**src/hw/mag_settings.svh**
```systemverilog
`ifndef MAG_SETTINGS_SVH
`define MAG_SETTINGS_SVH

// Vector length pipeline sizing

`define MAG_IN_W    8   // Width of x and y
`define MAG_SUM_W   17  // x^2 + y^2 without wrap
`define MAG_ROOT_W  8   // Root width, also root stage count

// Square stage plus one cycle per root bit
`define MAG_LATENCY 9   // Sample edge to uo_out

`endif

```
**src/hw/mag_pkg.sv**
```systemverilog
`include "mag_settings.svh"

package mag_pkg;

    // Square stage to root chain
    typedef struct packed {
        logic [`MAG_SUM_W-1:0] sum;    // x^2 + y^2, full width
    } sumsq_t;

    // Carried from one root stage to the next
    typedef struct packed {
        logic [`MAG_SUM_W-1:0]  rem;   // Sum minus root^2
        logic [`MAG_ROOT_W-1:0] root;  // Bits decided so far
    } root_state_t;

    // Root stage zero value, also the reset value
    localparam root_state_t ROOT_STATE_ZERO = '{
        rem:  '0,
        root: '0
    };

endpackage

```
**src/hw/mag_isqrt.sv**
```systemverilog
`timescale 1ns/1ps
`default_nettype none

`include "mag_settings.svh"

module mag_isqrt (
    input  wire logic               clk,
    input  wire logic               rst_n,
    input  wire mag_pkg::sumsq_t    sumsq,  // From the square stage
    output logic [`MAG_ROOT_W-1:0]  root    // floor(sqrt(sum)), 8 cycles later
);

    // Index k holds the state entering the stage for bit k-1
    // Top entry is the unregistered seed, entry 0 the final state
    mag_pkg::root_state_t chain [`MAG_ROOT_W:0];

    // Seed, whole sum left to cover and no root bits yet
    assign chain[`MAG_ROOT_W].rem  = sumsq.sum;
    assign chain[`MAG_ROOT_W].root = '0;

    // MSB first, each stage one cycle
    for (genvar g = `MAG_ROOT_W - 1; g >= 0; g--) begin : g_stage
        mag_root_stage #(
            .bit_index (g)
        ) mag_root_stage_inst (
            .clk       (clk),
            .rst_n     (rst_n),
            .state_in  (chain[g+1]),
            .state_out (chain[g])
        );
    end

    // Remainder at the end is dropped, only the root leaves
    assign root = chain[0].root;

endmodule

`default_nettype wire

```
**src/hw/mag_root_stage.sv**
```systemverilog
`timescale 1ns/1ps
`default_nettype none

`include "mag_settings.svh"

module mag_root_stage #(
    parameter int bit_index = 0   // Root bit decided here, 0..7
) (
    input  wire logic               clk,
    input  wire logic               rst_n,
    input  wire mag_pkg::root_state_t state_in,   // From the stage above
    output mag_pkg::root_state_t    state_out   // Registered, one bit more decided
);

    localparam int pad_w = `MAG_SUM_W - `MAG_ROOT_W;  // Root to rem width

    // Bit this stage may set in the root
    localparam logic [`MAG_ROOT_W-1:0] bit_mask = `MAG_ROOT_W'(1) << bit_index;

    // Square of 2^bit_index at remainder width
    localparam logic [`MAG_SUM_W-1:0] bit_sq = `MAG_SUM_W'(1) << (2 * bit_index);

    logic [`MAG_SUM_W-1:0] root_ext;  // Partial root, widened
    logic [`MAG_SUM_W-1:0] trial;     // Growth of root^2 if bit set
    logic                  take;      // Bit fits under the remainder
    mag_pkg::root_state_t  state_d;   // Next state
    mag_pkg::root_state_t  state_q;   // Stage register

    if (bit_index < 0 || bit_index >= `MAG_ROOT_W) begin : g_bad_index
        $error("mag_root_stage bit_index out of range");
    end

    assign root_ext = {{pad_w{1'b0}}, state_in.root};

    // (2*root + 2^i) * 2^i, built from shifts only
    assign trial = (root_ext << (bit_index + 1)) + bit_sq;

    // Restoring step, keep the bit if rem stays non-negative
    assign take = (trial <= state_in.rem);

    always_comb begin
        state_d = state_in;                         // Pass through by default
        if (take) begin
            state_d.rem  = state_in.rem - trial;    // Pay for the new bit
            state_d.root = state_in.root | bit_mask;
        end
    end

    always_ff @(posedge clk or negedge rst_n) begin
        if (!rst_n) begin
            state_q <= mag_pkg::ROOT_STATE_ZERO;
        end else begin
            state_q <= state_d;
        end
    end

    assign state_out = state_q;

endmodule

`default_nettype wire

```
**src/hw/mag_square_sum.sv**
```systemverilog
`timescale 1ns/1ps
`default_nettype none

`include "mag_settings.svh"

module mag_square_sum (
    input  wire logic              clk,
    input  wire logic              rst_n,
    input  wire logic [`MAG_IN_W-1:0] x,     // First component
    input  wire logic [`MAG_IN_W-1:0] y,     // Second component
    output mag_pkg::sumsq_t        sumsq   // Registered x^2 + y^2
);

    localparam int sq_w  = 2 * `MAG_IN_W;          // One square, 16 bits
    localparam int pad_w = `MAG_SUM_W - sq_w;      // Headroom for the carry

    logic [sq_w-1:0]       sq_x;     // x^2, combinational
    logic [sq_w-1:0]       sq_y;     // y^2, combinational
    logic [`MAG_SUM_W-1:0] sum_d;    // Next sum, carry kept
    mag_pkg::sumsq_t       sumsq_q;  // Stage register

    // Square by shift and add
    // One partial product per set bit of the operand
    function automatic logic [sq_w-1:0] square_sa(
        input logic [`MAG_IN_W-1:0] v
    );
        logic [sq_w-1:0] acc;       // Running sum of partials
        logic [sq_w-1:0] v_ext;     // Operand at product width
        acc   = '0;
        v_ext = {{`MAG_IN_W{1'b0}}, v};
        for (int b = 0; b < `MAG_IN_W; b++) begin
            if (v[b]) begin
                acc = acc + (v_ext << b);  // Add v * 2^b
            end
        end
        return acc;
    endfunction

    assign sq_x = square_sa(x);
    assign sq_y = square_sa(y);

    // Widen before the add so 255^2 + 255^2 does not wrap
    assign sum_d = {{pad_w{1'b0}}, sq_x} + {{pad_w{1'b0}}, sq_y};

    always_ff @(posedge clk or negedge rst_n) begin
        if (!rst_n) begin
            sumsq_q <= '0;              // Flushed sum is zero
        end else begin
            sumsq_q.sum <= sum_d;       // New pair every cycle
        end
    end

    assign sumsq = sumsq_q;

endmodule

`default_nettype wire

```
**src/hw/tt_um_addon.sv**
```systemverilog
`timescale 1ns/1ps
`default_nettype none

`include "mag_settings.svh"

module tt_um_addon (
    input  wire logic [7:0] ui_in,    // x component
    output logic      [7:0] uo_out,   // Vector length, saturated
    input  wire logic [7:0] uio_in,   // y component
    output logic      [7:0] uio_out,  // Unused, all uio are inputs
    output logic      [7:0] uio_oe,   // All zero, input direction
    input  wire logic       ena,      // Not needed
    input  wire logic       clk,
    input  wire logic       rst_n
);

    mag_pkg::sumsq_t        sumsq;     // Square stage to root chain
    logic [`MAG_ROOT_W-1:0] root;      // Chain result

    // Stage 0, x^2 + y^2
    mag_square_sum mag_square_sum_inst (
        .clk   (clk),
        .rst_n (rst_n),
        .x     (ui_in),
        .y     (uio_in),
        .sumsq (sumsq)
    );

    // Stages 1..8, one root bit each
    mag_isqrt mag_isqrt_inst (
        .clk   (clk),
        .rst_n (rst_n),
        .sumsq (sumsq),
        .root  (root)
    );

    assign uo_out  = root;   // Already registered in the last stage
    assign uio_out = '0;
    assign uio_oe  = '0;

    // Ena is always high when powered
    wire unused_ok = &{ena, 1'b0};

endmodule

`default_nettype wire

```
**config.mk**
```make
export PLATFORM = sky130hd
export DESIGN_NAME = tt_um_addon
export DESIGN_NICKNAME = d
export VERILOG_FILES = /design/src/hw/mag_pkg.sv /design/src/hw/mag_isqrt.sv /design/src/hw/mag_root_stage.sv /design/src/hw/mag_square_sum.sv /design/src/hw/tt_um_addon.sv
export VERILOG_INCLUDE_DIRS = /design/src /design/src/hw
export SDC_FILE = /design/constraint.sdc
export NUM_CORES = 1
export LEC_CHECK = 0
export BUFFER_PORTS_ARGS = -buffer_cell sky130_fd_sc_hd__buf_4
export CAP_MARGIN = 20
export CORE_MARGIN = 5
export CORE_UTILIZATION = 55
export CTS_BUF_LIST = sky130_fd_sc_hd__clkbuf_4
export CTS_CLUSTER_SIZE = 24
export DETAILED_ROUTE_END_ITERATION = 8
export PLACE_DENSITY = 0.75
export REMOVE_ABC_BUFFERS = 1
export SLEW_MARGIN = 20
export SYNTH_ARGS = -nofsm -noshare
export SYNTH_HDL_FRONTEND = slang
export SYNTH_SLANG_ARGS = --single-unit
export TNS_END_PERCENT = 5
```
**constraint.sdc**
```tcl
create_clock -name clk -period 2.67 [get_ports clk]
set_input_delay 0.534 -clock clk [delete_from_list [all_inputs] [get_ports clk]]
set_output_delay 0.534 -clock clk [all_outputs]
set_load 0.03 [all_outputs]
```
======== Word-level counts from Yosys, hierarchy flattened ========
Index checks and enable logic that the tools add are counted.
storage, ports and cells
  bits of input ports ..................... 19
  word-level logic and storage cells ...... 77
  output and inout port bits .............. 24
  flip-flop bits (word level) ............. 200
cells by class
  $add $sub $neg .......................... 29
  mux-type cells .......................... 24
  magnitude comparators ................... 8
operator list
  kind                                                                     number
  16-bit two-way mux                                                       14
  25-bit two-way mux                                                       7
  16-bit by 10-bit adder with 16-bit output                                2
  16-bit by 11-bit adder with 16-bit output                                2
  16-bit by 12-bit adder with 16-bit output                                2
  16-bit by 13-bit adder with 16-bit output                                2
  16-bit by 14-bit adder with 16-bit output                                2
  16-bit by 15-bit adder with 16-bit output                                2
  16-bit by 9-bit adder with 16-bit output                                 2
  16-bit by 16-bit adder with 17-bit output                                1
  10-bit by 17-bit <= comparator with 1-bit output                         1
  11-bit by 17-bit <= comparator with 1-bit output                         1
  12-bit by 17-bit <= comparator with 1-bit output                         1
  13-bit by 17-bit <= comparator with 1-bit output                         1
  14-bit by 17-bit <= comparator with 1-bit output                         1
  15-bit by 17-bit <= comparator with 1-bit output                         1
  15-bit by 17-bit <= comparator with 1-bit output (first input constant)  1
  16-bit by 17-bit <= comparator with 1-bit output                         1
  17-bit by 11-bit subtractor with 17-bit output                           1
  17-bit by 12-bit subtractor with 17-bit output                           1
  17-bit by 13-bit subtractor with 17-bit output                           1
  17-bit by 14-bit subtractor with 17-bit output                           1
  17-bit by 15-bit subtractor with 17-bit output                           1
  17-bit by 15-bit subtractor with 17-bit output (second input constant)   1
  10 further kinds                                                         11

======== Longest topological paths before layout ========
Gate-level depths: netlist of the first run.
  depth after elaboration ................. 16
  gate-level depth with buffers ........... 60
  mapped depth without buffers ............ 59

======== Modules after synthesis ========
From an unflattened synthesis of the first run, not the netlist that was laid out.
second synthesis, totals
  cells, all modules ...................... 1959
  area, all modules ....................... 18308.8 um^2
by module, submodules not included
  module                                                           sequential area each (um^2)  cells each  area each (um^2)  instances
  mag_square_sum                                                   425.4                        973         7201.9            1
  mag_root_stage at mag_isqrt_inst.g_stage[1].mag_root_stage_inst  625.6                        132         1471.4            1
  mag_root_stage at mag_isqrt_inst.g_stage[4].mag_root_stage_inst  625.6                        125         1430.1            1
  mag_root_stage at mag_isqrt_inst.g_stage[2].mag_root_stage_inst  625.6                        121         1412.6            1
  mag_root_stage at mag_isqrt_inst.g_stage[3].mag_root_stage_inst  625.6                        122         1411.4            1
  mag_root_stage at mag_isqrt_inst.g_stage[5].mag_root_stage_inst  625.6                        123         1386.3            1
  mag_root_stage at mag_isqrt_inst.g_stage[0].mag_root_stage_inst  625.6                        137         1377.6            1
  mag_root_stage at mag_isqrt_inst.g_stage[6].mag_root_stage_inst  625.6                        104         1252.5            1
  mag_root_stage at mag_isqrt_inst.g_stage[7].mag_root_stage_inst  625.6                        104         1237.4            1
  tt_um_addon                                                      0.0                          17          123.9             1
  mag_isqrt                                                        0.0                          1           3.8               1

======== Least setup slack after synthesis of the first run ========
No wires, ideal clock.
  path type ............................... in2reg
  start point ............................. in uio_in[0]
  end point ............................... reg mag_square_sum_inst.sumsq_q (netlist bit mag_square_sum_inst.sumsq[15])
  cell stages on the path ................. 58
  setup slack ............................. -7.810 ns
  arrival ................................. 10.400 ns
  path buffers ............................ 1
  data required time ...................... 2.590 ns
  library setup time ...................... 0.080 ns
  cell sequence ........................... clkbuf_1 -> inv_1 -> nor2_1 -> ha_1 -> a22o_1 -> a21oi_1 -> o31ai_1 -> a21oi_1 -> xnor2_1 -> nand2_1 -> o21ai_0 -> ha_1 -> inv_1 -> a221o_1 -> and2_1 -> xnor2_1 -> mux2i_1 -> inv_1 -> (+22 left out) -> a31oi_1 -> xnor2_1 -> o22ai_1 -> o311ai_0 -> ha_1 -> a21oi_1 -> a21boi_0 -> mux2i_1 -> a2bb2oi_1 -> o311a_1 -> o31a_1 -> o211ai_1 -> ha_1 -> and3_1 -> a211oi_1 -> nor2b_1 -> nor2_1 -> xnor2_1
on the way
  cells in the longest elaborated chain, start to end .. 16
RTL lines
  item                                         line                  text
  start, declared                              tt_um_addon.sv:9      input wire logic [7:0] uio_in,
  8-bit two-way mux                            mag_square_sum.sv:32  if (v[b]) begin
  16-bit by 9-bit adder with 16-bit output     mag_square_sum.sv:33  acc = acc + (v_ext << b);
  16-bit two-way mux                           mag_square_sum.sv:32
  16-bit by 10-bit adder with 16-bit output    mag_square_sum.sv:33
  16-bit two-way mux                           mag_square_sum.sv:32
  16-bit by 11-bit adder with 16-bit output    mag_square_sum.sv:33
  16-bit two-way mux                           mag_square_sum.sv:32
  16-bit by 12-bit adder with 16-bit output    mag_square_sum.sv:33
  16-bit two-way mux                           mag_square_sum.sv:32
  16-bit by 13-bit adder with 16-bit output    mag_square_sum.sv:33
  16-bit two-way mux                           mag_square_sum.sv:32
  16-bit by 14-bit adder with 16-bit output    mag_square_sum.sv:33
  16-bit two-way mux                           mag_square_sum.sv:32
  16-bit by 15-bit adder with 16-bit output    mag_square_sum.sv:33
  16-bit two-way mux *                         mag_square_sum.sv:32
  16-bit by 16-bit adder with 17-bit output *  mag_square_sum.sv:43  assign sum_d = {{pad_w{1'b0}}, sq_x} + {{pad_w{1'b0}}, sq_y};
  net mag_square_sum_inst.sum_d[15]            mag_square_sum.sv:19  logic [`MAG_SUM_W-1:0] sum_d;
  end, declared                                mag_square_sum.sv:20  mag_pkg::sumsq_t sumsq_q;
The timed path passes the listed nets; every way through them passes the cells marked *.

======== Worst setup path in the final report of the first run ========
Same ends and word-level chain as after synthesis.

==> flow_metrics.py, run 1 <==
metrics = {
    "run_status": {
        "status": "finished with violations",
        "violations": "setup timing",
    },
    "power": {
        "p_clk_share_pct": 7.2,
        "power_frac_seq_pct": 23.5,
        "combPwrFrac_pct": 69.3,
        "p_int_mw": 11.1,
        "leakage_nw": 8.52,
        "vdd_drop_max_mv": 0.722,
        "switching_share_pct": 42.1,
        "p_per_area_mw_per_mm2": 1090,
        "power_switching_mw": 8.12,
    },
    "synth": {
        "seq_area_frac_synth_pct": 31.5,
        "async_flop_share_pct": 100,
        "syn_inst": 1544,
        "yosysWarnings": 0,
        "synth_area_per_cell_sq_um": 8.85,
        "synth.cell_area_sq_mm": 0.0137,
        "synth-seq-cells": 172,
        "synth_cell_types": 85,
        "synth_edf_count": 0,
        "synth_ff_type": "dfrtp_1",
    },
    "routing": {
        "vias": 12500,
        "routed_wl_um": 34700,
        "drtIter0Drc": 636,
        "drc": 0,
        "viasPerCell": 5.60,
        "ant_nets": 0,
        "firstDrtPassIters": 7,
        "post_drt_wl_per_cell_um": 15.5,
    },
    "sta": {
        "final.setup_skew_ns": 0.0154,
        "setup_ws_ns": -7.29,
        "min_period_over_period_pct": 373,
        "rsz0062_at_grt": "true",
        "setup_violations": 14,
        "hold_violations": 0,
        "fin_crit_ns": 9.96,
        "maxSlewHeadroom_pct": 49.5,
        "max_freq_mhz": 100,
        "drv_slew": 0,
        "worstMarginPinSlew_ns": 0.747,
    },
    "worst_setup_path": {
        "crit_path_top_delay_cell": "nor4_1",
        "arrival_ns": 10.46,
        "max_stage_delay_ns": 0.52,
        "cp.required_ns": 3.17,
        "start_kind": "input pin",
        "path_max_fanout": 4,
        "worstSetupEndpointType": "register",
        "reg2reg_slack_ns": 0.16,
        "crit_type": "input pin to register",
    },
    "clock_network": {
        "cts_tree": "done",
        "clock_path_buffers": 2,
        "htreeDepth": 4,
        "clkTransAtPathRegs_ns": 0.14,
        "clockRootBuffer": "clkbuf_4",
        "cts_inserted_buffers": 17,
        "clkSinkCount": 172,
        "insertion_delay_ns": 0.57,
    },
    "global_routing": {
        "antenna_found_initial": 1,
        "grt_pass1_vias": 12500,
        "grt_pass1_wl_um": 56800,
        "grt.overflow.total": 0,
        "grt_max_degree": 62,
        "grt_usage_pct": 23.8,
    },
    "finish": {
        "final_nets": 2096,
        "drive_gt1_share_pct": 29.1,
        "syn_to_final_growth_pct": 28.8,
        "fin_util_pct": 72.1,
        "final_cells": 2237,
    },
    "die": {
        "fp.dieH_um": 168,
        "rows": 57,
        "io_pins": 43,
        "core-area_sq_mm": 0.0244,
        "initial_core_util_pct": 56.0,
        "die_x_um": 168,
        "die_area_sq_mm": 0.0281,
    },
    "place": {
        "placedCellCount": 2162,
        "io_buffers": 25,
        "gp_congestion": 0.923,
        "dp_hpwl_um": 26000,
    },
    "job": {
        "drv_cap": 0,
    },
    "worst_hold_path": {
        "min_path_type": "register to register",
    },
}
[power by group through the flow]
| stage | clock (mW) | combinational, mW | sequential [mW] |
|---|---|---|---|
| 2_1_floorplan | 0 | 7.79 | 4.38 |
| 3_3_place_gp | 0 | 11.5 | 4.55 |
| 5_1_grt | 1.54 | 14.8 | 4.67 |
| 3_5_place_dp | 0 | 12.1 | 4.61 |
| 6_report | 1.38 | 13.3 | 4.54 |
| 4_1_cts | 1.41 | 12.8 | 4.55 |
[synth_stat cells, types with 12 or more instances]
| cell | count | area [sq um] |
|---|---|---|
| nor4_1 | 17 | 106 |
| nor2_1 | 104 | 390 |
| o21ai_0 | 99 | 495 |
| a21o_1 | 27 | 203 |
| buf_4 | 24 | 180 |
| and2_1 | 14 | 87.6 |
| nor3_1 | 48 | 240 |
| inv_1 | 133 | 499 |
| a31oi_1 | 15 | 93.8 |
| clkbuf_1 | 32 | 120 |
| ha_1 | 165 | 2060 |
| fa_1 | 13 | 260 |
| a21oi_1 | 110 | 551 |
| or3_1 | 12 | 75.1 |
| mux2_2 | 19 | 214 |
| nand3_1 | 29 | 145 |
| nor2b_1 | 33 | 206 |
| xor2_1 | 38 | 333 |
| mux2i_1 | 16 | 160 |
| o31ai_1 | 12 | 90.1 |
| xnor2_1 | 70 | 613 |
| dfrtp_1 | 172 | 4300 |
| nand2_1 | 102 | 383 |
| o21a_1 | 27 | 203 |
| nand2b_1 | 32 | 200 |
[cells by family after synthesis]
family | after synthesis | synth area share (%)
simple gates | 450 | 16.6
compound gates | 400 | 18.9
buf+inv | 197 | 6.10
xor+xnor | 108 | 6.92
other cells | 2 | 0.0550
fa+ha+maj | 178 | 17.0
flops | 172 | 31.5
mux | 37 | 2.96
[stage by stage]
step                power (mW)  TNS, ns  hold WS (ns)  area (sq um)  setup slack [ns]
floorplan                 12.2   -73.54         0.238         13400             -7.47
CTS                       18.8   -67.15         0.387         17200             -6.80
detailed placement        16.7   -81.84         0.363         16400             -8.09
global placement          16.1   -77.85         0.357         16400             -7.71
global route              21.0   -77.45         0.400         17600             -7.91
finish                    19.3   -71.05         0.380         17600             -7.29
[timing repair]
| item | 4_1_cts | 5_1_grt |
|---|---|---|
| pin swaps | 45 | 51 |
| hold endpoints to repair | 58 | 0 |
| cloned | 0 | 0 |
| resized for setup | 71 | 64 |
| setup buffers | 25 | 16 |
| endpoints found under the setup margin | 15 | 31 |
| hold buffers | 1 | 0 |
[metal layers]
layer  vias up  track usage, %  part of all wire, %
met3        89            2.76                  3.4
met5         -               0                    0
met4         0            8.33                  3.2
met2       283            44.9                   54
met1      6018            27.7                   40
li1       6148               -                    -
[final cells by class]
class                   count  area (sq um)
flip-flops and latches    172          4300
multi-input cells        1193          9190
fillers                  1731          6790
inverters                 136           515
well taps                 324           405
clock buffers              17           128
repair buffers            379          2920
diodes                      1          2.50
clock inverters            15           140
[cells in the final DEF (no fill, tap or decap), drive strengths merged, types with 17 or more instances in the layout]
cell type	count
ha	165
nor3	49
nand3	29
mux2	21
a21o	27
nand2b	32
conb	20
o21ai	101
nor4	17
buf	378
dfrtp	172
xor2	38
nor2b	33
nor2	104
xnor2	70
clkbuf	17
nand2	102
inv	138
o21a	27
a21oi	112
[flip-flops by register name (all words and copies together) (netlist names)]
name / count
mag_isqrt_inst.g_stage.mag_root_stage_inst.state_out: 155
mag_square_sum_inst.sumsq: 17
[final timing paths]
| check | from | to | depth (start not counted) |
|---|---|---|---|
| worst min register to register | register | register | 0 |
| min in group asynchronous | rst_n | async pin | 2 |
| max in group asynchronous | rst_n | mag_square_sum_inst.sumsq[12] | 3 |
| worst max-delay path | uio_in[0] | mag_square_sum_inst.sumsq[15] | 58 |
| worst max register to register | register | register | 11 |
| worst min-delay path | register | register | 0 |
[worst max-delay path, delay by kind of cell]
family	cells	cell delay [ns]
mux	1	0.07
fa+ha+maj	8	2.45
xor+xnor	3	0.38
simple gates	14	1.80
buf+inv	6	0.74
compound gates	26	4.48
No activity file was read; power rests on OpenSTA's default activity.
==> run 2: changes to the inputs <==
- ABC_AREA: unset -> 1
- CTS_CLUSTER_SIZE: 24 -> 25
- SKIP_LAST_GASP: unset -> 1
==> flow_metrics.py, run 2 <==
metrics = {
    "finish": {
        "drive_gt1_share_pct": 31.4,
        "syn_to_final_growth_pct": 32.7,
        "fin_util_pct": 73.7,
        "final_cells": 2440,
        "multi_input_area_sq_mm": 0.00893,
        "finalInstanceArea_sq_mm": 0.0179,
        "layout_commonest_cell": "buf_4",
        "largest_reg_flops": 155,
        "fillers": 1573,
        "final_nets": 2299,
        "final_cell_mix": "buf_4, nand2_1, inv_1",
        "regArea_sq_mm": 0.00430,
    },
    "routing": {
        "routed_wl_um": 35900,
        "firstDrtPassIters": 7,
        "drtIter0Drc": 793,
        "viasPerCell": 5.30,
        "drc": 0,
        "post_drt_wl_per_cell_um": 14.7,
        "vias": 12900,
        "ant_nets": 0,
    },
    "synth": {
        "synth_cell_types": 57,
        "synth_ff_type": "dfrtp_1",
        "synth_area_leader_cell": "dfrtp_1",
        "synth_area_per_cell_sq_um": 7.82,
        "synth-seq-cells": 172,
        "async_flop_share_pct": 100,
        "synth.top_cells.by_count": "nand2_1, inv_1, dfrtp_1, ha_1, a21oi_1",
        "synth.area.top_cells": "dfrtp_1, ha_1, nand2_1",
        "seq_area_frac_synth_pct": 31.9,
        "synth_edf_count": 0,
        "yosysTopAreaCellShare_pct": 31.9,
        "synth.most_common_cell": "nand2_1",
        "synth.cell_area_sq_mm": 0.0135,
        "yosysWarnings": 0,
        "syn_inst": 1724,
    },
    "sta": {
        "drv_slew": 0,
        "setup_violations": 14,
        "setup_ws_ns": -5.63,
        "min_period_over_period_pct": 311,
        "setup_tns_ns": -58.39,
        "worstMarginPinSlew_ns": 0.562,
        "maxSlewHeadroom_pct": 62.2,
        "max_freq_mhz": 121,
        "hold_violations": 0,
        "whs_ns": 0.378,
        "final.setup_skew_ns": 0.0227,
        "fin_crit_ns": 8.30,
        "rsz0062_at_grt": "true",
    },
    "power": {
        "power_frac_seq_pct": 25.3,
        "total_power_mw": 17.8,
        "p_clk_share_pct": 8.5,
        "p_per_area_mw_per_mm2": 996,
        "vdd_drop_max_mv": 0.517,
        "power_switching_mw": 7.79,
        "switching_share_pct": 43.7,
        "leakage_nw": 9.35,
        "combPwrFrac_pct": 66.1,
        "p_int_mw": 10.0,
    },
    "die": {
        "die_area_sq_mm": 0.0277,
        "core-area_sq_mm": 0.0242,
        "io_pins": 43,
        "fp.dieH_um": 167,
        "rows": 57,
        "initial_core_util_pct": 55.6,
        "die_x_um": 167,
    },
    "run_status": {
        "violations": "setup timing",
        "status": "finished with violations",
    },
    "clock_network": {
        "clock_path_buffers": 2,
        "clockRootBuffer": "clkbuf_4",
        "insertion_delay_ns": 0.54,
        "cts_tree": "done",
        "clkTransAtPathRegs_ns": 0.14,
        "cts_inserted_buffers": 17,
        "clkSinkCount": 172,
        "htreeDepth": 4,
    },
    "worst_setup_path": {
        "max_stage_delay_ns": 0.57,
        "arrival_ns": 8.73,
        "reg2reg_slack_ns": 0.22,
        "crit_type": "input pin to register",
        "worstSetupEndpointType": "register",
        "endpoint": "mag_square_sum_inst.sumsq[15]",
        "r2r_cells": 17,
        "cp_common_cell": "nor2_2",
        "start_kind": "input pin",
        "crit_path_top_delay_cell": "fa_2",
        "cp.required_ns": 3.11,
        "crit_path_start": "ui_in[0]",
        "path_max_fanout": 3,
    },
    "job": {
        "drv_cap": 0,
    },
    "worst_hold_path": {
        "min_path_type": "register to register",
    },
    "global_routing": {
        "antenna_found_initial": 1,
        "grt_pass1_wl_um": 56800,
        "grt.overflow.total": 0,
        "grt_pass1_vias": 12900,
        "grt_usage_pct": 24.0,
        "grt_max_degree": 59,
    },
    "place": {
        "dp_hpwl_um": 24700,
        "place_ws_ns": -6.57,
        "io_buffers": 25,
        "gp_congestion": 0.872,
        "placed_area_sq_mm": 0.0162,
        "placedCellCount": 2354,
    },
}
[run 2: cell count changes in the layout (fill, tap and decap cells not counted), sizes merged, moves of 33 or more]
cell	change
nor2b	-33
nand3	+83
inv	+114
nand2	+296
xnor2	-33
nor3	-33
[run 2: metal layers]
| layer | share of wire (%) | track usage (%) | vias up |
|---|---|---|---|
| met4 | 3.7 | 7.86 | 0 |
| met2 | 54 | 46.5 | 340 |
| met1 | 39 | 27.4 | 6114 |
| met3 | 3.4 | 2.47 | 126 |
| li1 | - | - | 6342 |
| met5 | 0 | 0 | - |
[run 2: final cells by class]
| cell class | instances | share of cell area (%) |
|---|---|---|
| inverter | 253 | 5.34 |
| clock buffer | 17 | 0.714 |
| timing repair buffer | 392 | 16.7 |
| clock inverter | 15 | 0.966 |
| sequential | 172 | 24.1 |
| tap | 324 | 2.27 |
| multi-input combinational | 1266 | 49.9 |
| antenna | 1 | 0.0140 |
[run 2: how the worst min path moves through the flow]
stage               slack, ns  cells past startpoint   endpoint      from
floorplan                0.24                      0  async pin     rst_n
global placement         0.35                      0   register  register
detailed placement       0.36                      0   register  register
CTS                      0.37                      0   register  register
global route             0.38                      0   register  register
finish                   0.38                      0   register  register
[run 2: kinds of logic (layout without fill, tap and decap cells)]
family,count (synthesis),count (layout),synth area share [%]
AO/OA/AOI/OAI,266,266,11.1
buffers and inverters,304,677,9.50
adder cells (fa/ha/maj),178,178,17.2
XOR/XNOR,105,105,6.82
other,2,21,0.0557
multiplexers,1,1,0.0743
flip-flops,172,172,31.9
AND/OR/NAND/NOR,696,696,23.3
[run 2: what timing repair did]
item	CTS	global route
hold buffers	1	0
pin swaps	103	72
hold endpoints to repair	53	0
buffers inserted	38	16
setup endpoints to repair	14	15
resized for setup	151	86
[run 2: power by group through the flow]
| stage | registers [mW] | clock network [mW] | logic, mW |
|---|---|---|---|
| global route | 4.63 | 1.68 | 13.1 |
| finish | 4.51 | 1.52 | 11.8 |
| floorplan | 4.38 | 0 | 6.49 |
| global placement | 4.51 | 0 | 9.40 |
| detailed placement | 4.57 | 0 | 9.91 |
| CTS | 4.51 | 1.56 | 10.9 |
[run 2: worst max-delay path, delay by kind of cell]
kind	cells	cell delay, ns
XOR/XNOR	3	0.42
AO/OA/AOI/OAI	9	1.39
adder cells (fa/ha/maj)	10	2.96
buffers and inverters	11	1.02
AND/OR/NAND/NOR	23	2.40
